<file path="src/logic/issue_pkg.sv">
package issue_pkg;

    // reservation station and unit counts
    localparam int RS_SZ     = 8;
    localparam int NUM_ALU   = 2;
    localparam int NUM_MULT  = 1;
    // completion bus slots per cycle
    localparam int CDB_WIDTH = 2;

    // cdb arbiter inputs: mult request at bit 0, then one per alu pick
    localparam int CDB_ARB_WIDTH = NUM_ALU + 1;

    localparam int NUM_PREGS      = 32;
    localparam int PREG_IDX_WIDTH = $clog2(NUM_PREGS);
    localparam int DATA_WIDTH     = 32;
    localparam int FUNC_WIDTH     = 4;

    typedef logic [PREG_IDX_WIDTH-1:0] preg_idx_t;
    typedef logic [DATA_WIDTH-1:0]     data_t;

    // unit class of an rs entry
    typedef enum logic {
        FU_ALU  = 1'b0,
        FU_MULT = 1'b1
    } fu_type_e;

    // both source tags, also the register file read address of a slot
    typedef struct packed {
        preg_idx_t src1;
        preg_idx_t src2;
    } src_pair_t;

    // opa pairs with src1, opb with src2
    typedef struct packed {
        data_t opa;
        data_t opb;
    } operand_pair_t;

    typedef struct packed {
        logic [FUNC_WIDTH-1:0] alu_func;
        preg_idx_t             dest;
    } alu_ctrl_t;

    typedef struct packed {
        logic [FUNC_WIDTH-1:0] mult_func;
        preg_idx_t             dest;
    } mult_ctrl_t;

    // one rs entry as seen by issue
    typedef struct packed {
        fu_type_e              fu_type;
        src_pair_t             srcs;
        logic                  src1_ready;
        logic                  src2_ready;
        logic [FUNC_WIDTH-1:0] func;
        preg_idx_t             dest;
    } rs_entry_t;

    // entry chosen by select for one fetch slot
    typedef struct packed {
        logic      valid;
        rs_entry_t entry;
    } issue_slot_t;

    typedef struct packed {
        logic      valid;
        preg_idx_t tag;
        data_t     result;
    } cdb_packet_t;

    typedef struct packed {
        logic          valid;
        alu_ctrl_t     ctrl;
        operand_pair_t operands;
    } alu_packet_t;

    typedef struct packed {
        logic          valid;
        mult_ctrl_t    ctrl;
        operand_pair_t operands;
    } mult_packet_t;

endpackage
</file>
<file path="src/logic/issue_stage.sv">
`timescale 1ns/1ps

module issue_stage (
    input  logic                            clock,
    input  logic                            reset,
    input  issue_pkg::rs_entry_t            rs_data [issue_pkg::RS_SZ],
    input  logic [issue_pkg::RS_SZ-1:0]     rs_valid,
    input  logic [issue_pkg::NUM_PREGS-1:0] complete_list,
    input  issue_pkg::cdb_packet_t          cdb [issue_pkg::CDB_WIDTH],
    output issue_pkg::src_pair_t            alu_read_idx [issue_pkg::NUM_ALU],
    input  issue_pkg::operand_pair_t        alu_read_data [issue_pkg::NUM_ALU],
    output issue_pkg::src_pair_t            mult_read_idx,
    input  issue_pkg::operand_pair_t        mult_read_data,
    input  logic                            mult_free,
    input  logic                            mult_cdb_req,
    output logic                            mult_cdb_gnt,
    output logic [issue_pkg::RS_SZ-1:0]     rs_issuing,
    output issue_pkg::alu_packet_t          alu_packets [issue_pkg::NUM_ALU],
    output issue_pkg::mult_packet_t         mult_packet
);

    import issue_pkg::*;

    issue_slot_t   alu_picks [NUM_ALU];
    issue_slot_t   mult_pick;

    // ctrl fields going into the slots
    alu_ctrl_t     alu_ctrl [NUM_ALU];
    mult_ctrl_t    mult_ctrl;

    // registered slot outputs
    logic          alu_valid [NUM_ALU];
    alu_ctrl_t     alu_ctrl_q [NUM_ALU];
    operand_pair_t alu_operands [NUM_ALU];
    logic          mult_valid;
    mult_ctrl_t    mult_ctrl_q;
    operand_pair_t mult_operands;

    issue_select u_select (
        .clock        (clock),
        .reset        (reset),
        .rs_data      (rs_data),
        .rs_valid     (rs_valid),
        .mult_free    (mult_free),
        .mult_cdb_req (mult_cdb_req),
        .alu_picks    (alu_picks),
        .mult_pick    (mult_pick),
        .mult_cdb_gnt (mult_cdb_gnt),
        .rs_issuing   (rs_issuing)
    );

    // one fetch slot per alu
    for (genvar k = 0; k < NUM_ALU; k++) begin : g_alu_slot
        assign alu_ctrl[k].alu_func = alu_picks[k].entry.func;
        assign alu_ctrl[k].dest     = alu_picks[k].entry.dest;

        operand_fetch #(
            .ctrl_t (alu_ctrl_t)
        ) u_alu_fetch (
            .clock         (clock),
            .reset         (reset),
            .pick          (alu_picks[k]),
            .ctrl          (alu_ctrl[k]),
            .complete_list (complete_list),
            .cdb           (cdb),
            .read_idx      (alu_read_idx[k]),
            .read_data     (alu_read_data[k]),
            .valid         (alu_valid[k]),
            .ctrl_out      (alu_ctrl_q[k]),
            .operands      (alu_operands[k])
        );

        assign alu_packets[k] = '{valid: alu_valid[k], ctrl: alu_ctrl_q[k],
                                  operands: alu_operands[k]};
    end

    assign mult_ctrl.mult_func = mult_pick.entry.func;
    assign mult_ctrl.dest      = mult_pick.entry.dest;

    operand_fetch #(
        .ctrl_t (mult_ctrl_t)
    ) u_mult_fetch (
        .clock         (clock),
        .reset         (reset),
        .pick          (mult_pick),
        .ctrl          (mult_ctrl),
        .complete_list (complete_list),
        .cdb           (cdb),
        .read_idx      (mult_read_idx),
        .read_data     (mult_read_data),
        .valid         (mult_valid),
        .ctrl_out      (mult_ctrl_q),
        .operands      (mult_operands)
    );

    assign mult_packet = '{valid: mult_valid, ctrl: mult_ctrl_q, operands: mult_operands};

endmodule

</file>
<file path="src/logic/issue_select.sv">
`timescale 1ns/1ps

module issue_select (
    input  logic                         clock,
    input  logic                         reset,
    input  issue_pkg::rs_entry_t         rs_data [issue_pkg::RS_SZ],
    input  logic [issue_pkg::RS_SZ-1:0]  rs_valid,
    input  logic                         mult_free,
    input  logic                         mult_cdb_req,
    output issue_pkg::issue_slot_t       alu_picks [issue_pkg::NUM_ALU],
    output issue_pkg::issue_slot_t       mult_pick,
    output logic                         mult_cdb_gnt,
    output logic [issue_pkg::RS_SZ-1:0]  rs_issuing
);

    import issue_pkg::*;

    // ready entries split by unit class
    logic [RS_SZ-1:0]         alu_cand;
    logic [RS_SZ-1:0]         mult_cand;
    logic [RS_SZ-1:0]         mult_req;

    logic [RS_SZ-1:0]         alu_gnt_bus [NUM_ALU];
    logic [RS_SZ-1:0]         mult_gnt_bus [NUM_MULT];

    // cdb arbitration, bit 0 is the multiplier
    logic [NUM_ALU-1:0]       alu_has_pick;
    logic [CDB_ARB_WIDTH-1:0] cdb_req;
    logic [CDB_ARB_WIDTH-1:0] cdb_gnt_bus [CDB_WIDTH];
    logic [CDB_ARB_WIDTH-1:0] cdb_gnt;
    logic [NUM_ALU-1:0]       alu_slot_ok;

    always_comb begin
        for (int i = 0; i < RS_SZ; i++) begin
            alu_cand[i]  = rs_valid[i] && rs_data[i].src1_ready && rs_data[i].src2_ready
                           && (rs_data[i].fu_type == FU_ALU);
            mult_cand[i] = rs_valid[i] && rs_data[i].src1_ready && rs_data[i].src2_ready
                           && (rs_data[i].fu_type == FU_MULT);
        end
    end

    // busy multiplier blocks mult picks, entries stay in the rs
    assign mult_req = mult_free ? mult_cand : '0;

    priority_select #(
        .WIDTH  (RS_SZ),
        .GRANTS (NUM_ALU)
    ) u_alu_select (
        .req     (alu_cand),
        .gnt_bus (alu_gnt_bus)
    );

    priority_select #(
        .WIDTH  (RS_SZ),
        .GRANTS (NUM_MULT)
    ) u_mult_select (
        .req     (mult_req),
        .gnt_bus (mult_gnt_bus)
    );

    always_comb begin
        for (int k = 0; k < NUM_ALU; k++) begin
            alu_has_pick[k] = |alu_gnt_bus[k];
        end
    end

    // mult completion wins first slot, then alu picks in order
    assign cdb_req = {alu_has_pick, mult_cdb_req};

    priority_select #(
        .WIDTH  (CDB_ARB_WIDTH),
        .GRANTS (CDB_WIDTH)
    ) u_cdb_select (
        .req     (cdb_req),
        .gnt_bus (cdb_gnt_bus)
    );

    always_comb begin
        cdb_gnt = '0;
        for (int s = 0; s < CDB_WIDTH; s++) begin
            cdb_gnt = cdb_gnt | cdb_gnt_bus[s];
        end
    end

    assign mult_cdb_gnt = cdb_gnt[0];
    assign alu_slot_ok  = cdb_gnt[CDB_ARB_WIDTH-1:1];

    // one-hot grant to entry mux, alu picks need their cdb slot
    always_comb begin
        for (int k = 0; k < NUM_ALU; k++) begin
            alu_picks[k].valid = alu_has_pick[k] && alu_slot_ok[k];
            alu_picks[k].entry = '0;
            for (int i = 0; i < RS_SZ; i++) begin
                if (alu_gnt_bus[k][i]) begin
                    alu_picks[k].entry = rs_data[i];
                end
            end
        end
    end

    // multiplier writes back later through its own cdb request
    always_comb begin
        mult_pick.valid = |mult_gnt_bus[0];
        mult_pick.entry = '0;
        for (int i = 0; i < RS_SZ; i++) begin
            if (mult_gnt_bus[0][i]) begin
                mult_pick.entry = rs_data[i];
            end
        end
    end

    // tell the rs which entries leave this cycle
    always_comb begin
        rs_issuing = mult_gnt_bus[0];
        for (int k = 0; k < NUM_ALU; k++) begin
            if (alu_picks[k].valid) begin
                rs_issuing = rs_issuing | alu_gnt_bus[k];
            end
        end
    end

    a_issue_in_valid: assert property (@(posedge clock) disable iff (reset)
        (rs_issuing & ~rs_valid) == '0)
        else $error("issue_select: issuing an invalid rs entry");

    a_issue_count: assert property (@(posedge clock) disable iff (reset)
        $countones(rs_issuing) <= NUM_ALU + NUM_MULT)
        else $error("issue_select: more entries issued than units");

    a_gnt_needs_req: assert property (@(posedge clock) disable iff (reset)
        mult_cdb_gnt |-> mult_cdb_req)
        else $error("issue_select: cdb slot granted without a request");

endmodule

</file>
<file path="src/logic/operand_fetch.sv">
`timescale 1ns/1ps

module operand_fetch #(
    parameter type ctrl_t = issue_pkg::alu_ctrl_t
) (
    input  logic                          clock,
    input  logic                          reset,
    input  issue_pkg::issue_slot_t        pick,
    input  ctrl_t                         ctrl,
    input  logic [issue_pkg::NUM_PREGS-1:0] complete_list,
    input  issue_pkg::cdb_packet_t        cdb [issue_pkg::CDB_WIDTH],
    output issue_pkg::src_pair_t          read_idx,
    input  issue_pkg::operand_pair_t      read_data,
    output logic                          valid,
    output ctrl_t                         ctrl_out,
    output issue_pkg::operand_pair_t      operands
);

    import issue_pkg::*;

    // values seen on the cdb for each source
    data_t         fwd_opa;
    data_t         fwd_opb;
    logic          hit_src1;
    logic          hit_src2;
    operand_pair_t next_operands;

    // idle slot parks the read port at tag zero
    assign read_idx = pick.valid ? pick.entry.srcs : '0;

    // cam the cdb against both source tags
    always_comb begin
        fwd_opa  = '0;
        fwd_opb  = '0;
        hit_src1 = 1'b0;
        hit_src2 = 1'b0;
        for (int j = 0; j < CDB_WIDTH; j++) begin
            if (cdb[j].valid && (cdb[j].tag == pick.entry.srcs.src1)) begin
                fwd_opa  = cdb[j].result;
                hit_src1 = 1'b1;
            end
            if (cdb[j].valid && (cdb[j].tag == pick.entry.srcs.src2)) begin
                fwd_opb  = cdb[j].result;
                hit_src2 = 1'b1;
            end
        end
    end

    // complete tag reads the regfile, otherwise the value is still on the cdb
    always_comb begin
        next_operands.opa = complete_list[pick.entry.srcs.src1] ? read_data.opa : fwd_opa;
        next_operands.opb = complete_list[pick.entry.srcs.src2] ? read_data.opb : fwd_opb;
    end

    always_ff @(posedge clock) begin
        if (reset) begin
            valid <= 1'b0;
        end else begin
            valid <= pick.valid;
        end
    end

    // payload only loads on a real issue
    always_ff @(posedge clock) begin
        if (pick.valid) begin
            ctrl_out <= ctrl;
            operands <= next_operands;
        end
    end

    // rs woke the source up, so the producer must be completing this cycle
    a_src1_forwarded: assert property (@(posedge clock) disable iff (reset)
        (pick.valid && !complete_list[pick.entry.srcs.src1]) |-> hit_src1)
        else $error("operand_fetch: src1 neither complete nor on the cdb");

    a_src2_forwarded: assert property (@(posedge clock) disable iff (reset)
        (pick.valid && !complete_list[pick.entry.srcs.src2]) |-> hit_src2)
        else $error("operand_fetch: src2 neither complete nor on the cdb");

endmodule

</file>
<file path="src/logic/priority_select.sv">
`timescale 1ns/1ps

module priority_select #(
    parameter int WIDTH  = 8,
    parameter int GRANTS = 2
) (
    input  logic [WIDTH-1:0] req,
    output logic [WIDTH-1:0] gnt_bus [GRANTS]
);

    // requests not yet taken by an earlier grant
    logic [WIDTH-1:0] remaining;
    // bits already granted, for the overlap check
    logic [WIDTH-1:0] claimed;
    logic             overlap;

    // grant k takes the lowest bit still left after grants 0..k-1
    always_comb begin
        remaining = req;
        for (int k = 0; k < GRANTS; k++) begin
            // two's complement trick isolates the lowest set bit
            gnt_bus[k] = remaining & (~remaining + 1'b1);
            remaining  = remaining & ~gnt_bus[k];
        end
    end

    // grants must stay disjoint or two units would take one entry
    always_comb begin
        claimed = '0;
        overlap = 1'b0;
        for (int k = 0; k < GRANTS; k++) begin
            overlap = overlap | (|(claimed & gnt_bus[k]));
            claimed = claimed | gnt_bus[k];
        end
        assert final (!overlap)
            else $error("priority_select: two grants share a request bit");
    end

endmodule

</file>
<file path="config.mk">
export PLATFORM = sky130hd
export DESIGN_NAME = issue_stage
export DESIGN_NICKNAME = d
export VERILOG_FILES = /design/src/logic/issue_pkg.sv /design/src/logic/issue_stage.sv /design/src/logic/issue_select.sv /design/src/logic/operand_fetch.sv /design/src/logic/priority_select.sv
export SDC_FILE = /design/constraint.sdc
export NUM_CORES = 1
export LEC_CHECK = 0
export ABC_AREA = 1
export BUFFER_PORTS_ARGS = -buffer_cell sky130_fd_sc_hd__buf_2
export CORE_AREA = 2 2 293 295
export DETAILED_ROUTE_END_ITERATION = 6
export DIE_AREA = 0 0 295 297
export PLACE_DENSITY_LB_ADDON = 0.05
export SYNTH_ARGS = -nofsm -noshare
export SYNTH_HDL_FRONTEND = slang
export SYNTH_SLANG_ARGS = --single-unit
</file>
<file path="constraint.sdc">
create_clock -name clock -period 7.7 [get_ports clock]
set_input_delay 1.155 -clock clock [delete_from_list [all_inputs] [get_ports clock]]
set_output_delay 1.155 -clock clock [all_outputs]
set_load 0.1 [all_outputs]
</file>
==> results of run 1 <==
[metal layers]
metal  track usage  up-vias  routed length (um)  part of all wire
li1              -    11596                   -                 -
met3       0.03160      152                8631             0.067
met1        0.3887    12035               56440              0.44
met5             0        -                  57           0.00044
met2        0.4718     1146               61330              0.47
met4       0.07131        8                2934             0.023
[final timing paths]
kind                                         end
min   g_alu_slot[1].u_alu_fetch.valid$_SDFF_PP0_
max                              alu_read_idx[2]
[through the flow]
step / worst slack (ns) / hold WS (ns) / total power [mW]
6_report: 2.073 / 0.7819 / 5.902
4_1_cts: 2.128 / 0.7544 / 5.935
3_3_place_gp: 1.640 / 1.376 / 4.436
2_1_floorplan: 1.545 / 1.227 / 3.605
3_5_place_dp: 1.734 / 1.378 / 4.422
5_1_grt: 1.886 / 0.7668 / 6.116
[sequential cells by signal (all words and copies together), names as in the netlist]
signal	cells
u_mult_fetch.ctrl_out	9
u_mult_fetch.operands	64
u_mult_fetch.valid	1
g_alu_slot.u_alu_fetch.operands	128
g_alu_slot.u_alu_fetch.ctrl_out	18
g_alu_slot.u_alu_fetch.valid	2
[area by class of cell]
class / instances / area share
antenna: 18 / 0.001769
clock buffer: 34 / 0.03008
sequential: 222 / 0.2607
tap: 1144 / 0.05623
timing repair buffer: 795 / 0.1609
inverter: 253 / 0.03750
multi-input combinational: 2405 / 0.4423
clock inverter: 22 / 0.01047
[logic make-up (layout without fill, tap and decap cells)]
logic type	after synthesis	in the layout
other	0	18
xor gates and xnor gates	8	8
DFF	222	222
buffers and inverters	436	1104
AOI/OAI and AO/OA	191	191
and+or+nand+nor	2206	2206
[where the power goes]
| part | total, mW | switching [mW] | internal (mW) |
|---|---|---|---|
| Sequential | 1.62 | 0.0532 | 1.56 |
| Combinational | 2.78 | 2.35 | 0.431 |
| Clock | 1.50 | 0.615 | 0.886 |
| Total | 5.90 | 3.02 | 2.88 |
[cells in the final DEF, fill, tap and decap left out, types with 5 or more instances in the layout]
cell                           n
sky130_fd_sc_hd__a21oi_1      49
sky130_fd_sc_hd__a221oi_1     14
sky130_fd_sc_hd__a22oi_1      12
sky130_fd_sc_hd__buf_2       748
sky130_fd_sc_hd__buf_4        47
sky130_fd_sc_hd__bufinv_16     5
sky130_fd_sc_hd__clkbuf_16    30
sky130_fd_sc_hd__clkinv_2      8
sky130_fd_sc_hd__diode_2      18
sky130_fd_sc_hd__edfxtp_1    219
sky130_fd_sc_hd__inv_1       218
sky130_fd_sc_hd__inv_2        30
sky130_fd_sc_hd__nand2_1    1114
sky130_fd_sc_hd__nand2_2      17
sky130_fd_sc_hd__nand2_4       7
sky130_fd_sc_hd__nand3_1     770
sky130_fd_sc_hd__nand3_2      31
sky130_fd_sc_hd__nand3b_1      5
sky130_fd_sc_hd__nand4_1      56
sky130_fd_sc_hd__nor2_1      159
sky130_fd_sc_hd__nor2_2        9
sky130_fd_sc_hd__nor2_4       18
sky130_fd_sc_hd__nor3_1        6
sky130_fd_sc_hd__o2111ai_1     7
sky130_fd_sc_hd__o211ai_1     14
sky130_fd_sc_hd__o21ai_0      38
sky130_fd_sc_hd__o21ai_1      13
sky130_fd_sc_hd__o221ai_1      8
sky130_fd_sc_hd__o22ai_1      25
sky130_fd_sc_hd__xor2_1        8
==> summary.md, run 1 <==
| Metric | Value |
|---|---|
| Outcome | complete, no violations |
| Leakage Power | 12.71 nW |
| Synth Warn # | 0 |
| Multi-input gate area in the final layout | ~11000 sq um |
| Final routed wire length divided by cell count | 26.44 um |
| CTS buffer count | 30 |
| Synth top cells by count | sky130_fd_sc_hd__nand2_1, sky130_fd_sc_hd__nand3_1, sky130_fd_sc_hd__inv_1 |
| Hold depth | 2 |
| Synth Register Bits | between 200 and 250 |
| Count leader, synth | sky130_fd_sc_hd__nand2_1 |
| Category of cells accounting for the largest share of critical-path delay | simple AND/OR/NAND/NOR gates |
| Area share of the largest cell type after synthesis | 0.3348 |
| CP required | approximately 6.6 ns |
| Vias | ~25k |
| Combined flip-flop and latch cell area | between 6000 and 7000 sq um |
| XOR/XNOR share of the synthesized area | 0.003568 |
| Post-synthesis sequential area ratio | 0.3379 |
| Cell-by-cell listing of the critical path | buf_2, inv_2, nand4_4, nand2_8, nand2_1, nor2_2, a21oi_1, o21ai_0, nor2_1, nand2_1, nor2_1, nand2_1, inv_1, nor2_1, buf_2 |
| Clock Root Buffer | sky130_fd_sc_hd__clkbuf_16 |
| Area of the core region | ~84000 sq um |
| Drt pass-1 iters | 6 |
| Netlist area before placement | about 20000 sq um |
| Max cap viols | 0 |
| Cell count along the critical path | 15 |
| Number of hold buffers added after cts | 0 |
| CTS tree | yes |
| Main combinational cell family by area after synthesis | simple AND/OR/NAND/NOR gates |
| Post-synthesis mux area share | 0 |
| Average size of a mapped cell | roughly 6.4 sq um |
| Final count of pins violating max slew | 0 |
| Final critical path time including I/O delays and setup | 5.627 ns |
| Post-CTS setup-driven buffer insertion count | 0 |
| I/O Buffers | around 750 |
| CP startpoint kind | input pin |
| Post-layout instance area | between 20000 and 30000 sq um |
| Chip height | 297 um |
| Syn_nets | roughly 3.6k |
| Sum Neg Setup Slack | 0 ns |
| Worst slew pin tran | 1.172 ns |
| Min-Delay Startpoint | reset |
| Die W | about 300 um |
| DR DRC count | 0 |
| Top-level I/O count | ~750 |
| Fraction of final layout cells with drive strength greater than 1 | 0.2611 |
| Final setup fails | 0 |
| Post-route ant nets | 0 |
| Maximum level of the CTS H-tree | 1 |
| # rows | around 110 |
| Source of the critical timing path | rs_data[175] |
| Vias in the first global route | around 24k |
| Maximum cell stage delay along the critical path | 0.63 ns |
| Max-slew headroom | 0.2171 |
| Area of the die | roughly 88000 sq um |
| Power per cell area | about 230 nW/um^2 |
| Non-filler cells, final | between 4k and 5k |
| First-pass GRT wire length | ~180000 um |
| Share of synthesized registers carrying an async set or reset | 0 |
| Setup repair after global routing missed its margin | false |
| Dpl cells | approximately 4.8k |
| Share of the synthesized area in compound gates (AO/OA/AOI/OAI) | 0.06135 |
| Sum of overflow across all layers after global routing | 0 |
| Portion of the clock cycle consumed by the worst path in the final layout | 0.7308 |
| Highest attainable clock frequency | ~0.18 GHz |
| Basic-gate share of the synthesized area counting and, or, nand and nor cells | 0.5015 |
| Starting utilization of the core area | 0.2325 |
| DRC violation total after the first TritonRoute iteration | between 2k and 2.5k |
| Final count of hold timing violations | 0 |
| Min-delay worst type | input pin to flop |
| Post-detail-place hpwl | approximately 100000 um |
| Combined buffer and inverter count along the critical path | 4 |
| Slowest cell on crit path | sky130_fd_sc_hd__nor2_2 |
| Synthesis-to-layout area growth | 29.62% |
| Arrival time at the worst endpoint | 4.47 ns |
| Placed Instance Area | between 20000 and 25000 sq um |
| Layout Utilization | 0.3013 |
| Largest area contributor in the synthesized netlist | sky130_fd_sc_hd__edfxtp_1 |
| Total number of nets in the final design | around 4.2k |
| Number of enable-type register cells in the synthesized netlist | approximately 220 |
| Maximum number of pins on one net before global-route repair | 50 |
| Gr usage total | 0.2834 |
| Final RePlAce weighted congestion | ~0.92 |
| Via density per instance | between 5 and 6 |
| Clk sink count | about 220 |
| Prevailing post-synth register cell | sky130_fd_sc_hd__edfxtp_1 |
| Count of cells resized by post-cts repair | 0 |
| Post-Syn Instances | 3063 |
| Fill cell instance count of the final layout | 9598 |
| Worst setup path category | input pin to output port |
| Worst IR Drop VDD | between 150 and 200 uV |
| Routed Wire Length | around 130000 um |
| Crit Path Max Fanout | 18 |
| Kind of end point of the critical path | output port |
| Post-synth cell types | between 40 and 50 |
| Synthesized-area fraction occupied by adder cells | 0 |
| Cell types with the largest area share after synthesis | sky130_fd_sc_hd__edfxtp_1, sky130_fd_sc_hd__nand2_1, sky130_fd_sc_hd__nand3_1, sky130_fd_sc_hd__inv_1, sky130_fd_sc_hd__nor2_1 |
| Clock transition at the registers of the reported paths | about 0.060 ns |
| Antenna violations before repair | 23 |
| Bufs on Longest Clock Path | 3 |
(Power assumes the default switching activity.)
==> run 2: changes to the inputs <==
- ABC_AREA: 1 -> 0
- CORE_AREA: 2 2 293 295 -> 2 2 291 293
- DIE_AREA: 0 0 295 297 -> 0 0 293 295
- clock period: 7.7 -> 4.6 ns (I/O delays scaled with it)
==> summary.md, run 2 <==
| Metric | Value |
|---|---|
| Outcome | finished with violations |
| Failing checks | design-rule violations |
| Count leader, synth | sky130_fd_sc_hd__nand2_1 |
| Post-route ant nets | 0 |
| Min-delay worst type | input pin to flop |
| Total number of nets in the final design | between 3k and 4k |
| Fraction of final layout cells with drive strength greater than 1 | 0.4565 |
| CP startpoint kind | input pin |
| Maximum cell stage delay along the critical path | 0.65 ns |
| Netlist area before placement | roughly 18000 sq um |
| Sum of overflow across all layers after global routing | 0 |
| Bufs on Longest Clock Path | 3 |
| Combined flip-flop and latch cell area | 6636 sq um |
| Leading cell type in the layout, fill and taps excluded | sky130_fd_sc_hd__buf_2 |
| First-pass GRT wire length | ~150000 um |
| Final count of pins violating max slew | 0 |
| Via density per instance | approximately 5.2 |
| Clk sink count | roughly 220 |
| Crit Path Max Fanout | 7 |
| DR DRC count | 2 |
| Vias in the first global route | 20.18k |
| Syn_nets | roughly 2.4k |
| Vias | about 20k |
| Leakage Power | between 10 and 15 nW |
| Post-synth cell types | just over 90 |
| Category of cells accounting for the largest share of critical-path delay | compound AO/OA/AOI/OAI gates |
| Gr usage total | 0.2488 |
| Placed Instance Area | 25550 sq um |
| Routed Wire Length | 112900 um |
| Count of cells resized by post-cts repair | 0 |
| Average size of a mapped cell | just under 10 sq um |
| Setup repair after global routing missed its margin | false |
| Maximum number of pins on one net before global-route repair | 64 |
| Post-synthesis sequential area ratio | 0.3626 |
| Chip height | roughly 300 um |
| Max-slew headroom | 0.1513 |
| Fill cell instance count of the final layout | around 9k |
| Final critical path time including I/O delays and setup | 4.334 ns |
| CP required | about 3.9 ns |
| Post-Syn Instances | 1891 |
| Most frequent cells in the layout | sky130_fd_sc_hd__buf_2, sky130_fd_sc_hd__nand2_1, sky130_fd_sc_hd__edfxtp_1 |
| Post-layout instance area | ~27000 sq um |
| Worst Hold Margin | about 0.37 ns |
| Prevailing post-synth register cell | sky130_fd_sc_hd__edfxtp_1 |
| Top-level I/O count | between 700 and 800 |
| Clock transition at the registers of the reported paths | about 0.060 ns |
| Total power after layout | 9.611 mW |
| Synth top cells by count | sky130_fd_sc_hd__nand2_1, sky130_fd_sc_hd__edfxtp_1, sky130_fd_sc_hd__mux2i_1 |
| Cell-by-cell listing of the critical path | buf_2, buf_4, nand4_1, a21oi_2, buf_4, nor3_2, buf_4, a221o_1, nor3_1, a2bb2oi_1, inv_1, buf_4, buf_12 |
| Register with the highest flop count | g_alu_slot.u_alu_fetch.operands |
| I/O Buffers | ~750 |
| Multi-input gate area in the final layout | 10860 sq um |
| Share of synthesized registers carrying an async set or reset | 0 |
| Max FFs per register | about 130 |
| Final RePlAce weighted congestion | approximately 0.86 |
| Starting utilization of the core area | 0.2201 |
| Largest area contributor in the synthesized netlist | sky130_fd_sc_hd__edfxtp_1 |
| Number of enable-type register cells in the synthesized netlist | around 220 |
| Largest regs | g_alu_slot.u_alu_fetch.operands: 128 flops, u_mult_fetch.operands: 64 flops, g_alu_slot.u_alu_fetch.ctrl_out: 18 flops |
| Final routed wire length divided by cell count | around 29 um |
| Post-detail-place hpwl | between 90000 and 100000 um |
| CTS buffer count | 31 |
| Source of the critical timing path | rs_data[175] |
| Area share of the largest cell type after synthesis | 0.3593 |
| Kind of end point of the critical path | output port |
| Antenna violations before repair | 24 |
| Layout Utilization | 0.3198 |
| Worst setup path category | input pin to output port |
| Post-CTS setup-driven buffer insertion count | 0 |
| Arrival time at the worst endpoint | 3.64 ns |
| Drt pass-1 iters | 7 |
| Min-Delay Startpoint | alu_read_data[55] |
| Max cap viols | 0 |
| Area of the core region | 83160 sq um |
| # rows | roughly 110 |
| DRC violation total after the first TritonRoute iteration | ~1.5k |
| Cell types with the largest area share after synthesis | sky130_fd_sc_hd__edfxtp_1, sky130_fd_sc_hd__mux2_2, sky130_fd_sc_hd__mux2i_1, sky130_fd_sc_hd__nand2_1, sky130_fd_sc_hd__a22o_1 |
| Clock Root Buffer | sky130_fd_sc_hd__clkbuf_16 |
| Combined buffer and inverter count along the critical path | 7 |
| Final setup fails | 0 |
| Slowest cell on crit path | sky130_fd_sc_hd__a2bb2oi_1 |
| Worst slew pin tran | 1.269 ns |
| Power per cell area | 361.4 nW/um^2 |
| Highest attainable clock frequency | ~0.23 GHz |
| Synth Warn # | 0 |
| Final count of hold timing violations | 0 |
| Worst IR Drop VDD | 284.7 uV |
| Number of hold buffers added after cts | 0 |
| Die W | 293 um |
| Dominant cell type by count on the critical path | sky130_fd_sc_hd__buf_4 |
| Portion of the clock cycle consumed by the worst path in the final layout | 0.9421 |
| Sum Neg Setup Slack | 0 ns |
| Area of the die | approximately 86000 sq um |
| Synthesis-to-layout area growth | 45.30% |
| CTS tree | yes |
| Synth Register Bits | around 220 |
| Hold depth | 3 |
| Cell count along the critical path | 13 |
| Maximum level of the CTS H-tree | 1 |
-- run 2: where the power goes --
part	switching, mW	internal [mW]	leakage (nW)
sequential	0.0698	2.57	1.90
clock	1.01	1.45	0.490
combinational	3.31	1.20	9.00
total	4.39	5.22	11.4
-- run 2: per-layer routing --
metal  global-route usage  part of all wire  vias up
li1                     -                 -     8991
met1               0.3097              0.41     9930
met2               0.4377              0.50      856
met3              0.03849             0.058      168
met4              0.08318             0.034       14
met5                    0           0.00089        -
-- run 2: through the flow --
step	cells	setup slack (ns)
after floorplan	1891	0.009377
after global placement	3797	-0.3168
after detailed placement	3797	-0.3063
after CTS	3853	0.2633
after global routing	3862	0.09727
final	3866	0.2664
-- run 2: worst min-delay path, delay by kind of cell --
| kind | cells | cell delay, ns |
|---|---|---|
| compound gates | 1 | 0.06 |
| simple gates | 1 | 0.04 |
| buf+inv | 1 | 0.07 |
-- run 2: logic make-up after synthesis --
kind of cell    Yosys count  share of synthesized area
compound gates          506                     0.2038
xor+xnor                 64                    0.03165
buf+inv                 209                    0.05538
flops                   222                     0.3626
mux                     324                     0.2000
simple gates            566                     0.1466
-- run 2: worst paths after layout --
path | slack (ns) | end
worst min-delay path | 0.37 | g_alu_slot[1].u_alu_fetch.operands[55]$_DFFE_PP_
worst max-delay path | 0.27 | mult_read_idx[8]
-- run 2: area by class of cell --
class	instances	share of cell area
diodes	13	0.001223
repair buffers	984	0.2449
clock buffers	36	0.02988
clock inverters	20	0.007905
multi-input cells	1460	0.4084
flip-flops and latches	222	0.2496
well taps	1080	0.05082
inverters	51	0.007340
==> run 3: changes to the inputs <==
--- a/config.mk
+++ b/config.mk
@@ -12,4 +12,5 @@
 export DIE_AREA = 0 0 293 295
 export PLACE_DENSITY_LB_ADDON = 0.05
+export SETUP_SLACK_MARGIN = 0.5
 export SYNTH_ARGS = -nofsm -noshare
 export SYNTH_HDL_FRONTEND = slang
==> constraint.sdc (replaced) <==
create_clock -name clock -period 4.6 [get_ports clock]
set_input_delay 0.23 -clock clock [delete_from_list [all_inputs] [get_ports clock]]
set_output_delay 0.23 -clock clock [all_outputs]
set_load 0.1 [all_outputs]
==> summary.md, run 3 (synthesis results as in run 2) <==
| Metric | Value |
|---|---|
| Vias | slightly above 20k |
| Fill cell instance count of the final layout | between 8k and 9k |
| Antenna violations before repair | 9 |
| Final count of pins violating max slew | 0 |
| CTS tree | yes |
| Max-slew headroom | 0.2989 |
| Failing checks | design-rule violations |
| First-pass GRT wire length | 156300 um |
| Final count of hold timing violations | 0 |
| DR DRC count | 7 |
| Power per cell area | between 300 and 400 nW/um^2 |
| Min-delay worst type | input pin to flop |
| Post-layout instance area | 27560 sq um |
| Vias in the first global route | 21.04k |
| Setup slack of the critical path after layout | ~0.64 ns |
| Sum Neg Setup Slack | 0 ns |
| Arrival time at the worst endpoint | around 4.3 ns |
| Total power after layout | just under 10 mW |
| CP required | approximately 5.0 ns |
| Category of cells accounting for the largest share of critical-path delay | compound AO/OA/AOI/OAI gates |
| Post-route ant nets | 0 |
| Register with the highest flop count | g_alu_slot.u_alu_fetch.operands |
| Bufs on Longest Clock Path | 3 |
| Clock Root Buffer | sky130_fd_sc_hd__clkbuf_16 |
| Worst setup slack after placement | ~0.063 ns |
| Leading cell type in the layout, fill and taps excluded | sky130_fd_sc_hd__buf_2 |
| Clock transition at the registers of the reported paths | 0.06 ns |
| Max cap viols | 0 |
| Cell-by-cell listing of the critical path | buf_2, and4b_4, buf_4, xnor2_1, nor2_1, a222oi_1, a21boi_0, a41o_1, xor2_1, nand4_4, buf_4, o21ai_0, mux2_4 |
| Top-level I/O count | between 700 and 800 |
| DRC violation total after the first TritonRoute iteration | 1703 |
| Final setup fails | 0 |
| Setup repair after global routing missed its margin | false |
| Sum of overflow across all layers after global routing | 0 |
| Final critical path time including I/O delays and setup | about 4 ns |
| Kind of end point of the critical path | flop |
| Maximum level of the CTS H-tree | 1 |
| Crit Path Max Fanout | 64 |
| Area of the core region | 83160 sq um |
| Starting utilization of the core area | 0.2201 |
| # rows | roughly 110 |
| Final RePlAce weighted congestion | 0.9292 |
| Placed Instance Area | 24180 sq um |
| Worst Hold Margin | between 0.05 and 0.06 ns |
| Dpl cells | around 3.7k |
| Portion of the clock cycle consumed by the worst path in the final layout | 0.8615 |
| Area of the die | between 80000 and 90000 sq um |
| Max FFs per register | approximately 130 |
| Combined buffer and inverter count along the critical path | 3 |
| Leakage Power | roughly 12 nW |
| Via density per instance | a little over 5 |
| CTS buffer count | 31 |
| Worst setup path category | input pin to flop |
| Slowest cell on crit path | sky130_fd_sc_hd__buf_4 |
| Fraction of final layout cells with drive strength greater than 1 | 0.3954 |
| Non-filler cells, final | 3980 |
| I/O Buffers | roughly 750 |
| Total number of nets in the final design | between 3k and 4k |
| Layout Utilization | 0.3314 |
| Maximum cell stage delay along the critical path | 0.56 ns |
| Synthesis-to-layout area growth | 50.58% |
| Final routed wire length divided by cell count | 28.30 um |
| Post-CTS setup-driven buffer insertion count | 0 |
| Dominant cell type by count on the critical path | sky130_fd_sc_hd__buf_4 |
| Gr usage total | 0.2496 |
| Die W | around 300 um |
| Largest regs | g_alu_slot.u_alu_fetch.operands: 128 flops, u_mult_fetch.operands: 64 flops, g_alu_slot.u_alu_fetch.ctrl_out: 18 flops |
| Clk sink count | 222 |
| Worst slew pin tran | ~1.0 ns |
| Post-detail-place hpwl | just under 90000 um |
| Outcome | finished with violations |
| Chip height | approximately 300 um |
| Drt pass-1 iters | 7 |
| CP startpoint kind | input pin |
| Most frequent cells in the layout | sky130_fd_sc_hd__buf_2, sky130_fd_sc_hd__dlygate4sd3_1, sky130_fd_sc_hd__nand2_1 |
| Maximum number of pins on one net before global-route repair | 65 |
| Highest attainable clock frequency | between 0.2 and 0.3 GHz |
| Worst IR Drop VDD | 366.9 uV |
| Routed Wire Length | between 100000 and 150000 um |
-- run 3: report_power, final --
| part | leakage (nW) | switching (mW) | total, mW | internal [mW] |
|---|---|---|---|---|
| clock network | 0.476 | 1.04 | 2.42 | 1.39 |
| registers | 1.90 | 0.0805 | 2.66 | 2.57 |
| logic | 9.28 | 3.33 | 4.54 | 1.20 |
| total | 11.7 | 4.45 | 9.62 | 5.17 |
-- run 3: per-layer routing --
metal | global-route usage | part of all wire | vias up
li1 | - | - | 9238
met3 | 0.03511 | 0.055 | 164
met1 | 0.3166 | 0.42 | 10107
met4 | 0.08618 | 0.038 | 6
met5 | 0 | 0.00029 | -
met2 | 0.4334 | 0.49 | 857
-- run 3: timing repair --
action | CTS | global route
hold endpoints to repair | 216 | 1
gates resized for setup | 0 | 0
hold buffers | 238 | 1
-- run 3: area by class of cell --
class | instances | area (sq um) | share of cell area
clock buffer | 35 | 790.8 | 0.02869
clock inverter | 21 | 182.7 | 0.006629
antenna | 4 | 10.01 | 0.0003632
tap | 1080 | 1351 | 0.04903
timing repair buffer | 1107 | 7555 | 0.2741
sequential | 222 | 6636 | 0.2408
multi-input combinational | 1460 | 10840 | 0.3933
inverter | 51 | 195.2 | 0.007083
-- run 3: final timing paths --
check,from,to,slack (ns),depth (start not counted)
setup / recovery,rs_data[175],g_alu_slot[1].u_alu_fetch.operands[1]$_DFFE_PP_,0.64,13
hold / removal,alu_read_data[38],g_alu_slot[1].u_alu_fetch.operands[38]$_DFFE_PP_,0.05,3
